## src/hw/cia_pkg.sv

```systemverilog
// ====================
// Shared definitions for the 6526-style interface adapter
// No serial port: SDR reads 0 and ICR bit 3 never sets
// ====================
package cia_pkg;

  // Register map, classic 6526 order
  localparam logic [3:0] REG_PRA       = 4'h0;
  localparam logic [3:0] REG_PRB       = 4'h1;
  localparam logic [3:0] REG_DDRA      = 4'h2;
  localparam logic [3:0] REG_DDRB      = 4'h3;
  localparam logic [3:0] REG_TA_LO     = 4'h4;
  localparam logic [3:0] REG_TA_HI     = 4'h5;
  localparam logic [3:0] REG_TB_LO     = 4'h6;
  localparam logic [3:0] REG_TB_HI     = 4'h7;
  localparam logic [3:0] REG_TOD_10THS = 4'h8;
  localparam logic [3:0] REG_TOD_SEC   = 4'h9;
  localparam logic [3:0] REG_TOD_MIN   = 4'hA;
  localparam logic [3:0] REG_TOD_HR    = 4'hB;
  localparam logic [3:0] REG_SDR       = 4'hC;
  localparam logic [3:0] REG_ICR       = 4'hD;
  localparam logic [3:0] REG_CRA       = 4'hE;
  localparam logic [3:0] REG_CRB       = 4'hF;

  // Control register bit positions
  localparam int CR_START      = 0;
  localparam int CR_ONESHOT    = 3;
  localparam int CR_LOAD       = 4;
  localparam int CR_INMODE_LO  = 5;
  localparam int CRB_INMODE_HI = 6;
  localparam int CRA_TOD_50HZ  = 7;
  localparam int CRB_ALARM     = 7;

  // ICR source bits
  localparam int IRQ_TA      = 0;
  localparam int IRQ_TB      = 1;
  localparam int IRQ_ALARM   = 2;
  localparam int IRQ_FLAG    = 4;
  localparam int IRQ_SOURCES = 5;

  // TOD input edges per tenth of a second
  localparam logic [2:0] TOD_DIV_60 = 3'd6;
  localparam logic [2:0] TOD_DIV_50 = 3'd5;

  // One-cycle register access, broadcast to every peer
  typedef struct packed {
    logic       wr;
    logic       rd;
    logic [3:0] addr;
    logic [7:0] wdata;
  } reg_access_t;

  typedef struct packed {
    logic ta;
    logic tb;
    logic alarm;
    logic flag;
  } irq_events_t;

  typedef struct packed {
    logic                   set_clr;
    logic [1:0]             unused;
    logic [IRQ_SOURCES-1:0] mask;
  } icr_wr_t;

  typedef struct packed {
    logic                   irq;
    logic [1:0]             unused;
    logic [IRQ_SOURCES-1:0] flags;
  } icr_rd_t;

  // Same ICR byte, mask command on write and status on read
  typedef union packed {
    icr_wr_t wr;
    icr_rd_t rd;
  } icr_word_u;

endpackage
```

## src/hw/cia_top.sv

```systemverilog
// ====================
// 6526-style adapter on APB, single clock domain
// No serial port, CNT output or timer PB outputs
// ====================
`timescale 1ns/1ps

module cia_top (
  input  logic       clk,
  input  logic       int_reset,
  input  logic       psel,
  input  logic       penable,
  input  logic       pwrite,
  input  logic [3:0] paddr,
  input  logic [7:0] pwdata,
  output logic [7:0] prdata,
  output logic       pready,
  input  logic [7:0] pa_in,
  output logic [7:0] pa_out,
  input  logic [7:0] pb_in,
  output logic [7:0] pb_out,
  input  logic       flag_n,
  output logic       pc,
  input  logic       cnt,
  input  logic       tod,
  output logic       irq
);

  cia_pkg::reg_access_t access;
  cia_pkg::irq_events_t events;
  logic [7:0]           port_rdata;
  logic [7:0]           timer_rdata;
  logic [7:0]           tod_rdata;
  logic [7:0]           icr_rdata;
  logic [7:0]           cra;
  logic [7:0]           crb;

  cia_apb_decode u_decode (
    .clk(clk), .int_reset(int_reset),
    .psel(psel), .penable(penable), .pwrite(pwrite),
    .paddr(paddr), .pwdata(pwdata), .prdata(prdata), .pready(pready),
    .access(access),
    .port_rdata(port_rdata), .timer_rdata(timer_rdata),
    .tod_rdata(tod_rdata), .icr_rdata(icr_rdata)
  );

  cia_io_ports u_ports (
    .clk(clk), .int_reset(int_reset), .access(access),
    .pa_in(pa_in), .pb_in(pb_in), .pa_out(pa_out), .pb_out(pb_out),
    .flag_n(flag_n), .pc(pc), .rdata(port_rdata), .flag_event(events.flag)
  );

  cia_timers u_timers (
    .clk(clk), .int_reset(int_reset), .access(access), .cnt(cnt),
    .cra(cra), .crb(crb), .rdata(timer_rdata),
    .ta_event(events.ta), .tb_event(events.tb)
  );

  cia_tod u_tod (
    .clk(clk), .int_reset(int_reset), .access(access), .tod(tod),
    .tod_50hz(cra[cia_pkg::CRA_TOD_50HZ]), .alarm_sel(crb[cia_pkg::CRB_ALARM]),
    .rdata(tod_rdata), .alarm_event(events.alarm)
  );

  cia_irq_ctrl u_irq (
    .clk(clk), .int_reset(int_reset), .access(access), .events(events),
    .rdata(icr_rdata), .irq(irq)
  );

endmodule

```

## src/hw/cia_irq_ctrl.sv

```systemverilog
// ====================
// Interrupt flags and mask, read of ICR clears the flags
// Bit 3 (serial port) never sets
// ====================
`timescale 1ns/1ps

module cia_irq_ctrl (
  input  logic                 clk,
  input  logic                 int_reset,
  input  cia_pkg::reg_access_t access,
  input  cia_pkg::irq_events_t events,
  output logic [7:0]           rdata,
  output logic                 irq
);

  logic [cia_pkg::IRQ_SOURCES-1:0] flags;
  logic [cia_pkg::IRQ_SOURCES-1:0] mask;
  logic [cia_pkg::IRQ_SOURCES-1:0] ev;
  cia_pkg::icr_word_u              icr_in;
  cia_pkg::icr_word_u              icr_out;
  logic                            icr_wr;
  logic                            icr_rd;

  assign icr_wr = access.wr && access.addr == cia_pkg::REG_ICR;
  assign icr_rd = access.rd && access.addr == cia_pkg::REG_ICR;
  assign icr_in = access.wdata;

  always_comb begin
    ev                     = '0;
    ev[cia_pkg::IRQ_TA]    = events.ta;
    ev[cia_pkg::IRQ_TB]    = events.tb;
    ev[cia_pkg::IRQ_ALARM] = events.alarm;
    ev[cia_pkg::IRQ_FLAG]  = events.flag;
  end

  always_comb begin
    icr_out.rd.irq    = irq;
    icr_out.rd.unused = 2'b00;
    icr_out.rd.flags  = flags;
  end

  assign rdata = (access.addr == cia_pkg::REG_ICR) ? icr_out : 8'h00;

  always_ff @(posedge clk) begin
    if (int_reset) begin
      flags <= '0;
      mask  <= '0;
      irq   <= 1'b0;
    end else begin
      // A new event survives a clearing read
      flags <= (icr_rd ? '0 : flags) | ev;
      irq   <= icr_rd ? 1'b0 : |(flags & mask);
      if (icr_wr) begin
        if (icr_in.wr.set_clr) mask <= mask | icr_in.wr.mask;
        else mask <= mask & ~icr_in.wr.mask;
      end
    end
  end

  assert property (@(posedge clk) disable iff (int_reset)
    irq |-> $past(|(flags & mask)));

endmodule

```

## src/hw/cia_tod.sv

```systemverilog
// ====================
// BCD time-of-day clock, 12 hour format, PM in hour bit 7
// tod is sampled on clk, so it must be much slower
// Hour write stops the clock, tenths write restarts it
// ====================
`timescale 1ns/1ps

module cia_tod (
  input  logic                 clk,
  input  logic                 int_reset,
  input  cia_pkg::reg_access_t access,
  input  logic                 tod,
  input  logic                 tod_50hz,
  input  logic                 alarm_sel,
  output logic [7:0]           rdata,
  output logic                 alarm_event
);

  logic [3:0]  tenths;
  logic [6:0]  sec;
  logic [6:0]  min;
  logic [4:0]  hr;
  logic        pm;
  logic        run;
  logic        tod_d;
  logic [2:0]  div_cnt;
  logic [2:0]  div_limit;
  logic        tick;
  logic [23:0] live;
  logic [23:0] alarm;
  logic [23:0] latch;
  logic        latched;
  logic [23:0] rd_src;
  logic        match;
  logic        match_d;

  function automatic logic [6:0] bcd_inc(input logic [6:0] v);
    if (v[3:0] == 4'h9) return {v[6:4] + 3'd1, 4'h0};
    return {v[6:4], v[3:0] + 4'd1};
  endfunction

  assign live      = {pm, hr, min, sec, tenths};
  assign div_limit = tod_50hz ? cia_pkg::TOD_DIV_50 : cia_pkg::TOD_DIV_60;
  assign tick      = run & tod & ~tod_d & (div_cnt == div_limit - 3'd1);

  assign match       = live == alarm;
  assign alarm_event = match & ~match_d;

  assign rd_src = latched ? latch : live;

  always_comb begin
    case (access.addr)
      cia_pkg::REG_TOD_10THS: rdata = {4'h0, rd_src[3:0]};
      cia_pkg::REG_TOD_SEC:   rdata = {1'b0, rd_src[10:4]};
      cia_pkg::REG_TOD_MIN:   rdata = {1'b0, rd_src[17:11]};
      cia_pkg::REG_TOD_HR:    rdata = {rd_src[23], 2'b00, rd_src[22:18]};
      default:                rdata = 8'h00;
    endcase
  end

  always_ff @(posedge clk) begin
    if (int_reset) begin
      tenths  <= 4'h0;
      sec     <= 7'h00;
      min     <= 7'h00;
      hr      <= 5'h01;
      pm      <= 1'b0;
      run     <= 1'b0;
      tod_d   <= 1'b0;
      div_cnt <= 3'd0;
      alarm   <= 24'h000000;
      latched <= 1'b0;
      match_d <= 1'b0;
    end else begin
      tod_d   <= tod;
      match_d <= match;
      if (!run) div_cnt <= 3'd0;
      else if (tick) div_cnt <= 3'd0;
      else if (tod && !tod_d) div_cnt <= div_cnt + 3'd1;

      if (tick) begin
        if (tenths != 4'h9) begin
          tenths <= tenths + 4'd1;
        end else begin
          tenths <= 4'h0;
          if (sec != 7'h59) begin
            sec <= bcd_inc(sec);
          end else begin
            sec <= 7'h00;
            if (min != 7'h59) begin
              min <= bcd_inc(min);
            end else begin
              min <= 7'h00;
              // 11 -> 12 flips AM/PM, 12 -> 01 keeps it
              if (hr == 5'h11) begin
                hr <= 5'h12;
                pm <= ~pm;
              end else if (hr == 5'h12) begin
                hr <= 5'h01;
              end else begin
                hr <= 5'(bcd_inc({2'b00, hr}));
              end
            end
          end
        end
      end

      if (access.rd && access.addr == cia_pkg::REG_TOD_HR) begin
        latched <= 1'b1;
      end else if (access.rd && access.addr == cia_pkg::REG_TOD_10THS) begin
        latched <= 1'b0;
      end

      if (access.wr && alarm_sel) begin
        case (access.addr)
          cia_pkg::REG_TOD_10THS: alarm[3:0]   <= access.wdata[3:0];
          cia_pkg::REG_TOD_SEC:   alarm[10:4]  <= access.wdata[6:0];
          cia_pkg::REG_TOD_MIN:   alarm[17:11] <= access.wdata[6:0];
          cia_pkg::REG_TOD_HR:    alarm[23:18] <= {access.wdata[7], access.wdata[4:0]};
          default: ;
        endcase
      end else if (access.wr) begin
        case (access.addr)
          cia_pkg::REG_TOD_10THS: begin
            tenths  <= access.wdata[3:0];
            run     <= 1'b1;
            div_cnt <= 3'd0;
          end
          cia_pkg::REG_TOD_SEC: sec <= access.wdata[6:0];
          cia_pkg::REG_TOD_MIN: min <= access.wdata[6:0];
          cia_pkg::REG_TOD_HR: begin
            hr  <= access.wdata[4:0];
            pm  <= access.wdata[7];
            run <= 1'b0;
          end
          default: ;
        endcase
      end
    end
  end

  // Snapshot taken by the hour read
  always_ff @(posedge clk) begin
    if (access.rd && access.addr == cia_pkg::REG_TOD_HR && !latched) latch <= live;
  end

endmodule

```

## src/hw/cia_timers.sv

```systemverilog
// ====================
// Interval timers A and B, 16 bits each
// No PB6/PB7 outputs; B may count A underflows
// Period is latch + 1 count events
// ====================
`timescale 1ns/1ps

module cia_timers (
  input  logic                 clk,
  input  logic                 int_reset,
  input  cia_pkg::reg_access_t access,
  input  logic                 cnt,
  output logic [7:0]           cra,
  output logic [7:0]           crb,
  output logic [7:0]           rdata,
  output logic                 ta_event,
  output logic                 tb_event
);

  logic [7:0]  cr_q  [2];
  logic [15:0] latch [2];
  logic [15:0] count [2];
  logic        cnt_d;
  logic        cnt_rise;
  logic        src_b;
  logic [1:0]  tick;
  logic [1:0]  under;
  logic [1:0]  wr_lo;
  logic [1:0]  wr_hi;
  logic [1:0]  wr_cr;

  assign cnt_rise = cnt & ~cnt_d;

  assign wr_lo = {access.wr && access.addr == cia_pkg::REG_TB_LO,
                  access.wr && access.addr == cia_pkg::REG_TA_LO};
  assign wr_hi = {access.wr && access.addr == cia_pkg::REG_TB_HI,
                  access.wr && access.addr == cia_pkg::REG_TA_HI};
  assign wr_cr = {access.wr && access.addr == cia_pkg::REG_CRB,
                  access.wr && access.addr == cia_pkg::REG_CRA};

  always_comb begin
    tick[0]  = cr_q[0][cia_pkg::CR_START] &
               (cr_q[0][cia_pkg::CR_INMODE_LO] ? cnt_rise : 1'b1);
    under[0] = tick[0] & (count[0] == 16'h0000);
    case ({cr_q[1][cia_pkg::CRB_INMODE_HI], cr_q[1][cia_pkg::CR_INMODE_LO]})
      2'b00:   src_b = 1'b1;
      2'b01:   src_b = cnt_rise;
      2'b10:   src_b = under[0];
      default: src_b = under[0] & cnt;
    endcase
    tick[1]  = cr_q[1][cia_pkg::CR_START] & src_b;
    under[1] = tick[1] & (count[1] == 16'h0000);
  end

  assign ta_event = under[0];
  assign tb_event = under[1];
  assign cra      = cr_q[0];
  assign crb      = cr_q[1];

  always_comb begin
    case (access.addr)
      cia_pkg::REG_TA_LO: rdata = count[0][7:0];
      cia_pkg::REG_TA_HI: rdata = count[0][15:8];
      cia_pkg::REG_TB_LO: rdata = count[1][7:0];
      cia_pkg::REG_TB_HI: rdata = count[1][15:8];
      cia_pkg::REG_CRA:   rdata = cr_q[0];
      cia_pkg::REG_CRB:   rdata = cr_q[1];
      default:            rdata = 8'h00;
    endcase
  end

  always_ff @(posedge clk) begin
    if (int_reset) begin
      for (int i = 0; i < 2; i++) begin
        cr_q[i]  <= 8'h00;
        latch[i] <= 16'hFFFF;
        count[i] <= 16'hFFFF;
      end
      cnt_d <= 1'b0;
    end else begin
      cnt_d <= cnt;
      for (int i = 0; i < 2; i++) begin
        if (under[i]) begin
          count[i] <= latch[i];
          if (cr_q[i][cia_pkg::CR_ONESHOT]) cr_q[i][cia_pkg::CR_START] <= 1'b0;
        end else if (tick[i]) begin
          count[i] <= count[i] - 16'd1;
        end
        // Register writes win over counting
        if (wr_lo[i]) latch[i][7:0] <= access.wdata;
        if (wr_hi[i]) begin
          latch[i][15:8] <= access.wdata;
          if (!cr_q[i][cia_pkg::CR_START]) count[i] <= {access.wdata, latch[i][7:0]};
        end
        if (wr_cr[i]) begin
          cr_q[i]                   <= access.wdata;
          cr_q[i][cia_pkg::CR_LOAD] <= 1'b0;
          if (access.wdata[cia_pkg::CR_LOAD]) count[i] <= latch[i];
        end
      end
    end
  end

  // One-shot underflow stops the timer for good
  for (genvar g = 0; g < 2; g++) begin : g_oneshot_chk
    assert property (@(posedge clk) disable iff (int_reset)
      under[g] && cr_q[g][cia_pkg::CR_ONESHOT] && !wr_cr[g]
        |=> !cr_q[g][cia_pkg::CR_START] && !under[g]);
  end

endmodule

```

## src/hw/cia_io_ports.sv

```systemverilog
// ====================
// Ports A and B, FLAG input and PC handshake pulse
// Undriven pins read back as inputs and idle high
// ====================
`timescale 1ns/1ps

module cia_io_ports (
  input  logic                 clk,
  input  logic                 int_reset,
  input  cia_pkg::reg_access_t access,
  input  logic [7:0]           pa_in,
  input  logic [7:0]           pb_in,
  output logic [7:0]           pa_out,
  output logic [7:0]           pb_out,
  input  logic                 flag_n,
  output logic                 pc,
  output logic [7:0]           rdata,
  output logic                 flag_event
);

  logic [7:0] pra;
  logic [7:0] prb;
  logic [7:0] ddra;
  logic [7:0] ddrb;
  logic       flag_d;

  assign pa_out = pra | ~ddra;
  assign pb_out = prb | ~ddrb;

  assign flag_event = flag_d & ~flag_n;

  always_comb begin
    case (access.addr)
      cia_pkg::REG_PRA:  rdata = pa_in;
      cia_pkg::REG_PRB:  rdata = pb_in;
      cia_pkg::REG_DDRA: rdata = ddra;
      cia_pkg::REG_DDRB: rdata = ddrb;
      default:           rdata = 8'h00;
    endcase
  end

  always_ff @(posedge clk) begin
    if (int_reset) begin
      pra    <= 8'h00;
      prb    <= 8'h00;
      ddra   <= 8'h00;
      ddrb   <= 8'h00;
      flag_d <= 1'b1;
      pc     <= 1'b0;
    end else begin
      flag_d <= flag_n;
      // Handshake on any PRB access
      pc <= (access.wr | access.rd) && access.addr == cia_pkg::REG_PRB;
      if (access.wr) begin
        case (access.addr)
          cia_pkg::REG_PRA:  pra  <= access.wdata;
          cia_pkg::REG_PRB:  prb  <= access.wdata;
          cia_pkg::REG_DDRA: ddra <= access.wdata;
          cia_pkg::REG_DDRB: ddrb <= access.wdata;
          default: ;
        endcase
      end
    end
  end

  assert property (@(posedge clk) disable iff (int_reset) pc |=> !pc);

endmodule

```

## src/hw/cia_apb_decode.sv

```systemverilog
// ====================
// APB completer with one fixed wait state per transfer
// Host must hold its signals until pready is seen high
// ====================
`timescale 1ns/1ps

module cia_apb_decode (
  input  logic                clk,
  input  logic                int_reset,
  input  logic                psel,
  input  logic                penable,
  input  logic                pwrite,
  input  logic [3:0]          paddr,
  input  logic [7:0]          pwdata,
  output logic [7:0]          prdata,
  output logic                pready,
  output cia_pkg::reg_access_t access,
  input  logic [7:0]          port_rdata,
  input  logic [7:0]          timer_rdata,
  input  logic [7:0]          tod_rdata,
  input  logic [7:0]          icr_rdata
);

  logic       phase;
  logic       strobe;
  logic [7:0] rd_sel;

  // First access cycle only
  assign strobe = psel & penable & ~phase;

  assign access.wr    = strobe & pwrite;
  assign access.rd    = strobe & ~pwrite;
  assign access.addr  = paddr;
  assign access.wdata = pwdata;

  assign pready = phase;

  always_comb begin
    case (paddr[3:2])
      2'b00: rd_sel = port_rdata;
      2'b01: rd_sel = timer_rdata;
      2'b10: rd_sel = tod_rdata;
      default: begin
        if (paddr == cia_pkg::REG_ICR) rd_sel = icr_rdata;
        else if (paddr == cia_pkg::REG_SDR) rd_sel = 8'h00;
        else rd_sel = timer_rdata;
      end
    endcase
  end

  always_ff @(posedge clk) begin
    if (int_reset) begin
      phase <= 1'b0;
    end else begin
      phase <= strobe;
    end
  end

  always_ff @(posedge clk) begin
    if (access.rd) prdata <= rd_sel;
  end

  // Strobe only right after a setup cycle, never two in a row
  assert property (@(posedge clk) disable iff (int_reset)
    strobe |-> $past(psel && !penable));

  // pready belongs to the transfer that was strobed just before
  assert property (@(posedge clk) disable iff (int_reset)
    pready |-> $past(strobe) && psel && penable);

endmodule

```

## config.mk

```make
export PLATFORM = sky130hd
export DESIGN_NAME = cia_top
export DESIGN_NICKNAME = d
export VERILOG_FILES = /design/src/hw/cia_pkg.sv /design/src/hw/cia_top.sv /design/src/hw/cia_irq_ctrl.sv /design/src/hw/cia_tod.sv /design/src/hw/cia_timers.sv /design/src/hw/cia_io_ports.sv /design/src/hw/cia_apb_decode.sv
export SDC_FILE = /design/constraint.sdc
export NUM_CORES = 1
export LEC_CHECK = 0
export BUFFER_PORTS_ARGS = -buffer_cell sky130_fd_sc_hd__clkbuf_2
export CORE_ASPECT_RATIO = 1.2
export CORE_MARGIN = 1.5
export CORE_UTILIZATION = 40
export DETAILED_ROUTE_END_ITERATION = 10
export GPL_TIMING_DRIVEN = 0
export PLACE_DENSITY_LB_ADDON = 0.25
export REMOVE_ABC_BUFFERS = 1
export SYNTH_ARGS = -nofsm -noshare
export SYNTH_HDL_FRONTEND = slang
export SYNTH_SLANG_ARGS = --single-unit
```

## constraint.sdc

```tcl
create_clock -name clk -period 4.9 [get_ports clk]
set_input_delay 0.245 -clock clk [delete_from_list [all_inputs] [get_ports clk]]
set_output_delay 0.245 -clock clk [all_outputs]
set_load 0.01 [all_outputs]
```

==> metrics.txt <==
run status finished, final reports clean; commonest non-fill, non-tap cell in the layout nand2_1; r2r worst-path depth 6; worst min-delay path category input pin to register; Mapped Avg Cell Area 9.896 µm²; antenna violations before repair 0; fin nets ~1200; Worst EP required 5140 ps; most used cell along the critical path nand3_1; die width 154.0 µm; postcts setup bufs 0; number of synthesized flops with an enable pin between 100 and 150; CTS tree done; dpl hpwl 21760 µm; Overall Global Routing Usage 0.2288; synth warn 0; Sink Count about 210; distinct cell type count after synthesis 76; Max clock buf depth 3; WP data arrival approximately 3900 ps; kind of critical path input pin to register; area leader, netlist edfxtp_1; Worst VDD drop about 0.25 mV; largest net degree at the start of global routing 73; Area Growth Syn to Fin 12.45%; Post-DRT Antenna Nets 0; initial core utilization 0.4053; die area 28370 µm²; ant diodes 0; Max Clk Rate 0.2745 GHz; Fillers 2578; num rows 66; Setup TNS 0 ps; clk root buf clkbuf_16; CP Capture Type register; critical path peak fanout about 70; Leak 4.153 nW; synthesized area around 11000 µm²; RePlAce Congestion 0.8622; FF+latch area roughly 5300 µm²; Setup Skew approximately 16 ps; Max-slew headroom 0.1588; ranking of synthesized cells by area edfxtp_1 30%, dfxtp_1 18%, mux2i_1 5.6%, nand2_1 4.6%, mux4_2 3.5%; fin. max-slew vios 0; number of CTS-inserted buffers 23; Worst Max-Slew Pin Slew roughly 1200 ps; Critical Path Source Type input pin; asr flop ratio synth 0; port bufs 62; CP cell instances clkbuf_4 -> buf_16 -> inv_1 -> nand3_1 -> nor3_1 -> o21ai_1 -> a22oi_1 -> nand3_1; Worst-Skew Late Latency roughly 520 ps; Mapped Cells between 1000 and 1500; r2r startpoint u_decode.pready; Critical path origin int_reset; Finished Core Util 0.4558; first-pass GRT wire length a little under 50000 µm; CP peak stage delay a little under 1000 ps; htree depth 1; CP Capture Point u_timers.count[0][10]; Top Ports 63; vias post-DR ~8600; total core area about 27000 µm²; number of max-cap violations 0; Synth top area share 0.3045; Avg Vias per Cell approximately 5.8; critical path's slowest cell nor3_1; Most used DFF post-synth edfxtp_1; vias in the first global route 8260; commonest cells after routing, fill and taps aside 134 x nand2_1, 111 x edfxtp_1, 100 x dfxtp_1; layout cell share with drive strength beyond 1 0.1291; area occupied by multi-input gates ~5300 µm²; DRT iter0 DRCs approximately 600; DR WL/cell between 20 and 25 µm; Final setup viols 0; drt first pass iters 7; DRC 0; drt total wl roughly 32000 µm; PD cells roughly 320 nW/µm²; FF+latch count, synth roughly 210; crit path time final ~3600 ps; Die Y about 180 µm; sequential cell area fraction in the yosys report 0.4874; fin crit share 0.7434; Hold Fails Final Rpt 0; R2R Setup Slk 1360 ps; GR Overflow Total 0; CTS clk-pin slew, worst paths 60 ps; Worst R2R End u_timers.count[0][10]; Post-CTS Resized 0; RSZ-0062 raised after global routing false
-- kinds of logic after synthesis --
logic type | synth area share
flip-flops | 0.4874
XOR/XNOR | 0.04561
AND/OR/NAND/NOR | 0.2024
adder cells (fa/ha/maj) | 0.01257
multiplexers | 0.09728
AO/OA/AOI/OAI | 0.1203
buffers and inverters | 0.03441
-- routing by layer --
layer | global-route usage | vias to the layer above | wire length [µm]
met2 | 0.3948 | 278 | 15850
met5 | 0 | - | 0
met4 | 0.07612 | 0 | 1031
met1 | 0.2911 | 4196 | 13480
li1 | - | 4076 | -
met3 | 0.03833 | 68 | 2010
-- registers in the layout, indices dropped and copies added, names as in the netlist, 15 cells and up --
| register | cells |
|---|---|
| u_tod.alarm | 24 |
| u_timers.latch | 32 |
| u_timers.count | 32 |
| u_tod.latch | 24 |
| u_timers.cr_q | 15 |
-- worst max-delay path, delay by kind of cell --
kind | cells | cell delay [ps]
buffers and inverters | 3 | 1060
AOI/OAI and AO/OA | 2 | 690
and+or+nand+nor | 3 | 1810
-- worst min-delay path by stage --
| stage | slack (ps) | cells after the start | startpoint | end |
|---|---|---|---|---|
| floorplan | 310 | 1 | int_reset | u_irq.mask[0] |
| global placement | 430 | 2 | u_ports.prb[3] | u_ports.prb[3] |
| detailed placement | 440 | 2 | u_ports.flag_d | u_irq.flags[4] |
| CTS | 20 | 2 | pb_in[1] | u_decode.prdata[1] |
| global route | 30 | 2 | pb_in[1] | u_decode.prdata[1] |
| finish | 30 | 2 | pb_in[1] | u_decode.prdata[1] |
-- Yosys cell counts, drive strengths merged, types with 4 or more instances --
cell and number:
a211oi 16, a21o 10, a21oi 66, a221oi 4, a22oi 4, a311oi 8, a31oi 6, and2 7
and3 18, buf 12, clkbuf 67, dfxtp 100, edfxtp 111, ha 11, inv 19, mux2 4
mux2i 61, mux4 18, nand2 134, nand2b 24, nand3 47, nand4 10, nor2 90, nor2b 16
nor3 34, nor3b 5, nor4 11, nor4bb 4, o2111ai 4, o211ai 8, o21ai 48, o22ai 5
or2 4, or3 21, xnor2 36, xor2 21
-- metrics by stage --
stage / hold slack (ps) / worst slack [ps] / instance area (µm²) / std cells / total power, mW
6_report: 28.57 / 1257 / 12310 / 1479 / 3.966
5_1_grt: 29.40 / 920.1 / 12310 / 1479 / 4.079
4_1_cts: 17.76 / 1367 / 12290 / 1478 / 3.987
3_5_place_dp: 435.2 / 809.5 / 11470 / 1433 / 2.178
3_3_place_gp: 434.1 / -597.1 / 11380 / 1429 / 2.171
2_1_floorplan: 314.1 / 1142 / 10640 / 1027 / 2.034
-- power breakdown --
part,switching [mW],internal [mW]
clock network,0.731,1.09
registers,0.0194,1.88
logic,0.175,0.0724
-- cell type report --
| class | instances | share of cell area |
|---|---|---|
| Clock inverter | 16 | 0.01555 |
| Tap cell | 340 | 0.03456 |
| Multi-Input combinational cell | 797 | 0.4275 |
| Inverter | 19 | 0.005794 |
| Clock buffer | 26 | 0.04849 |
| Timing Repair Buffer | 70 | 0.03466 |
| Sequential cell | 211 | 0.4335 |
-- timing repair --
action / in CTS / in global routing
hold buffers: 3 / 0
endpoints found under the hold margin: 3 / 0
setup endpoints to repair: 0 / 0
No activity file was read; power rests on OpenSTA's default activity.
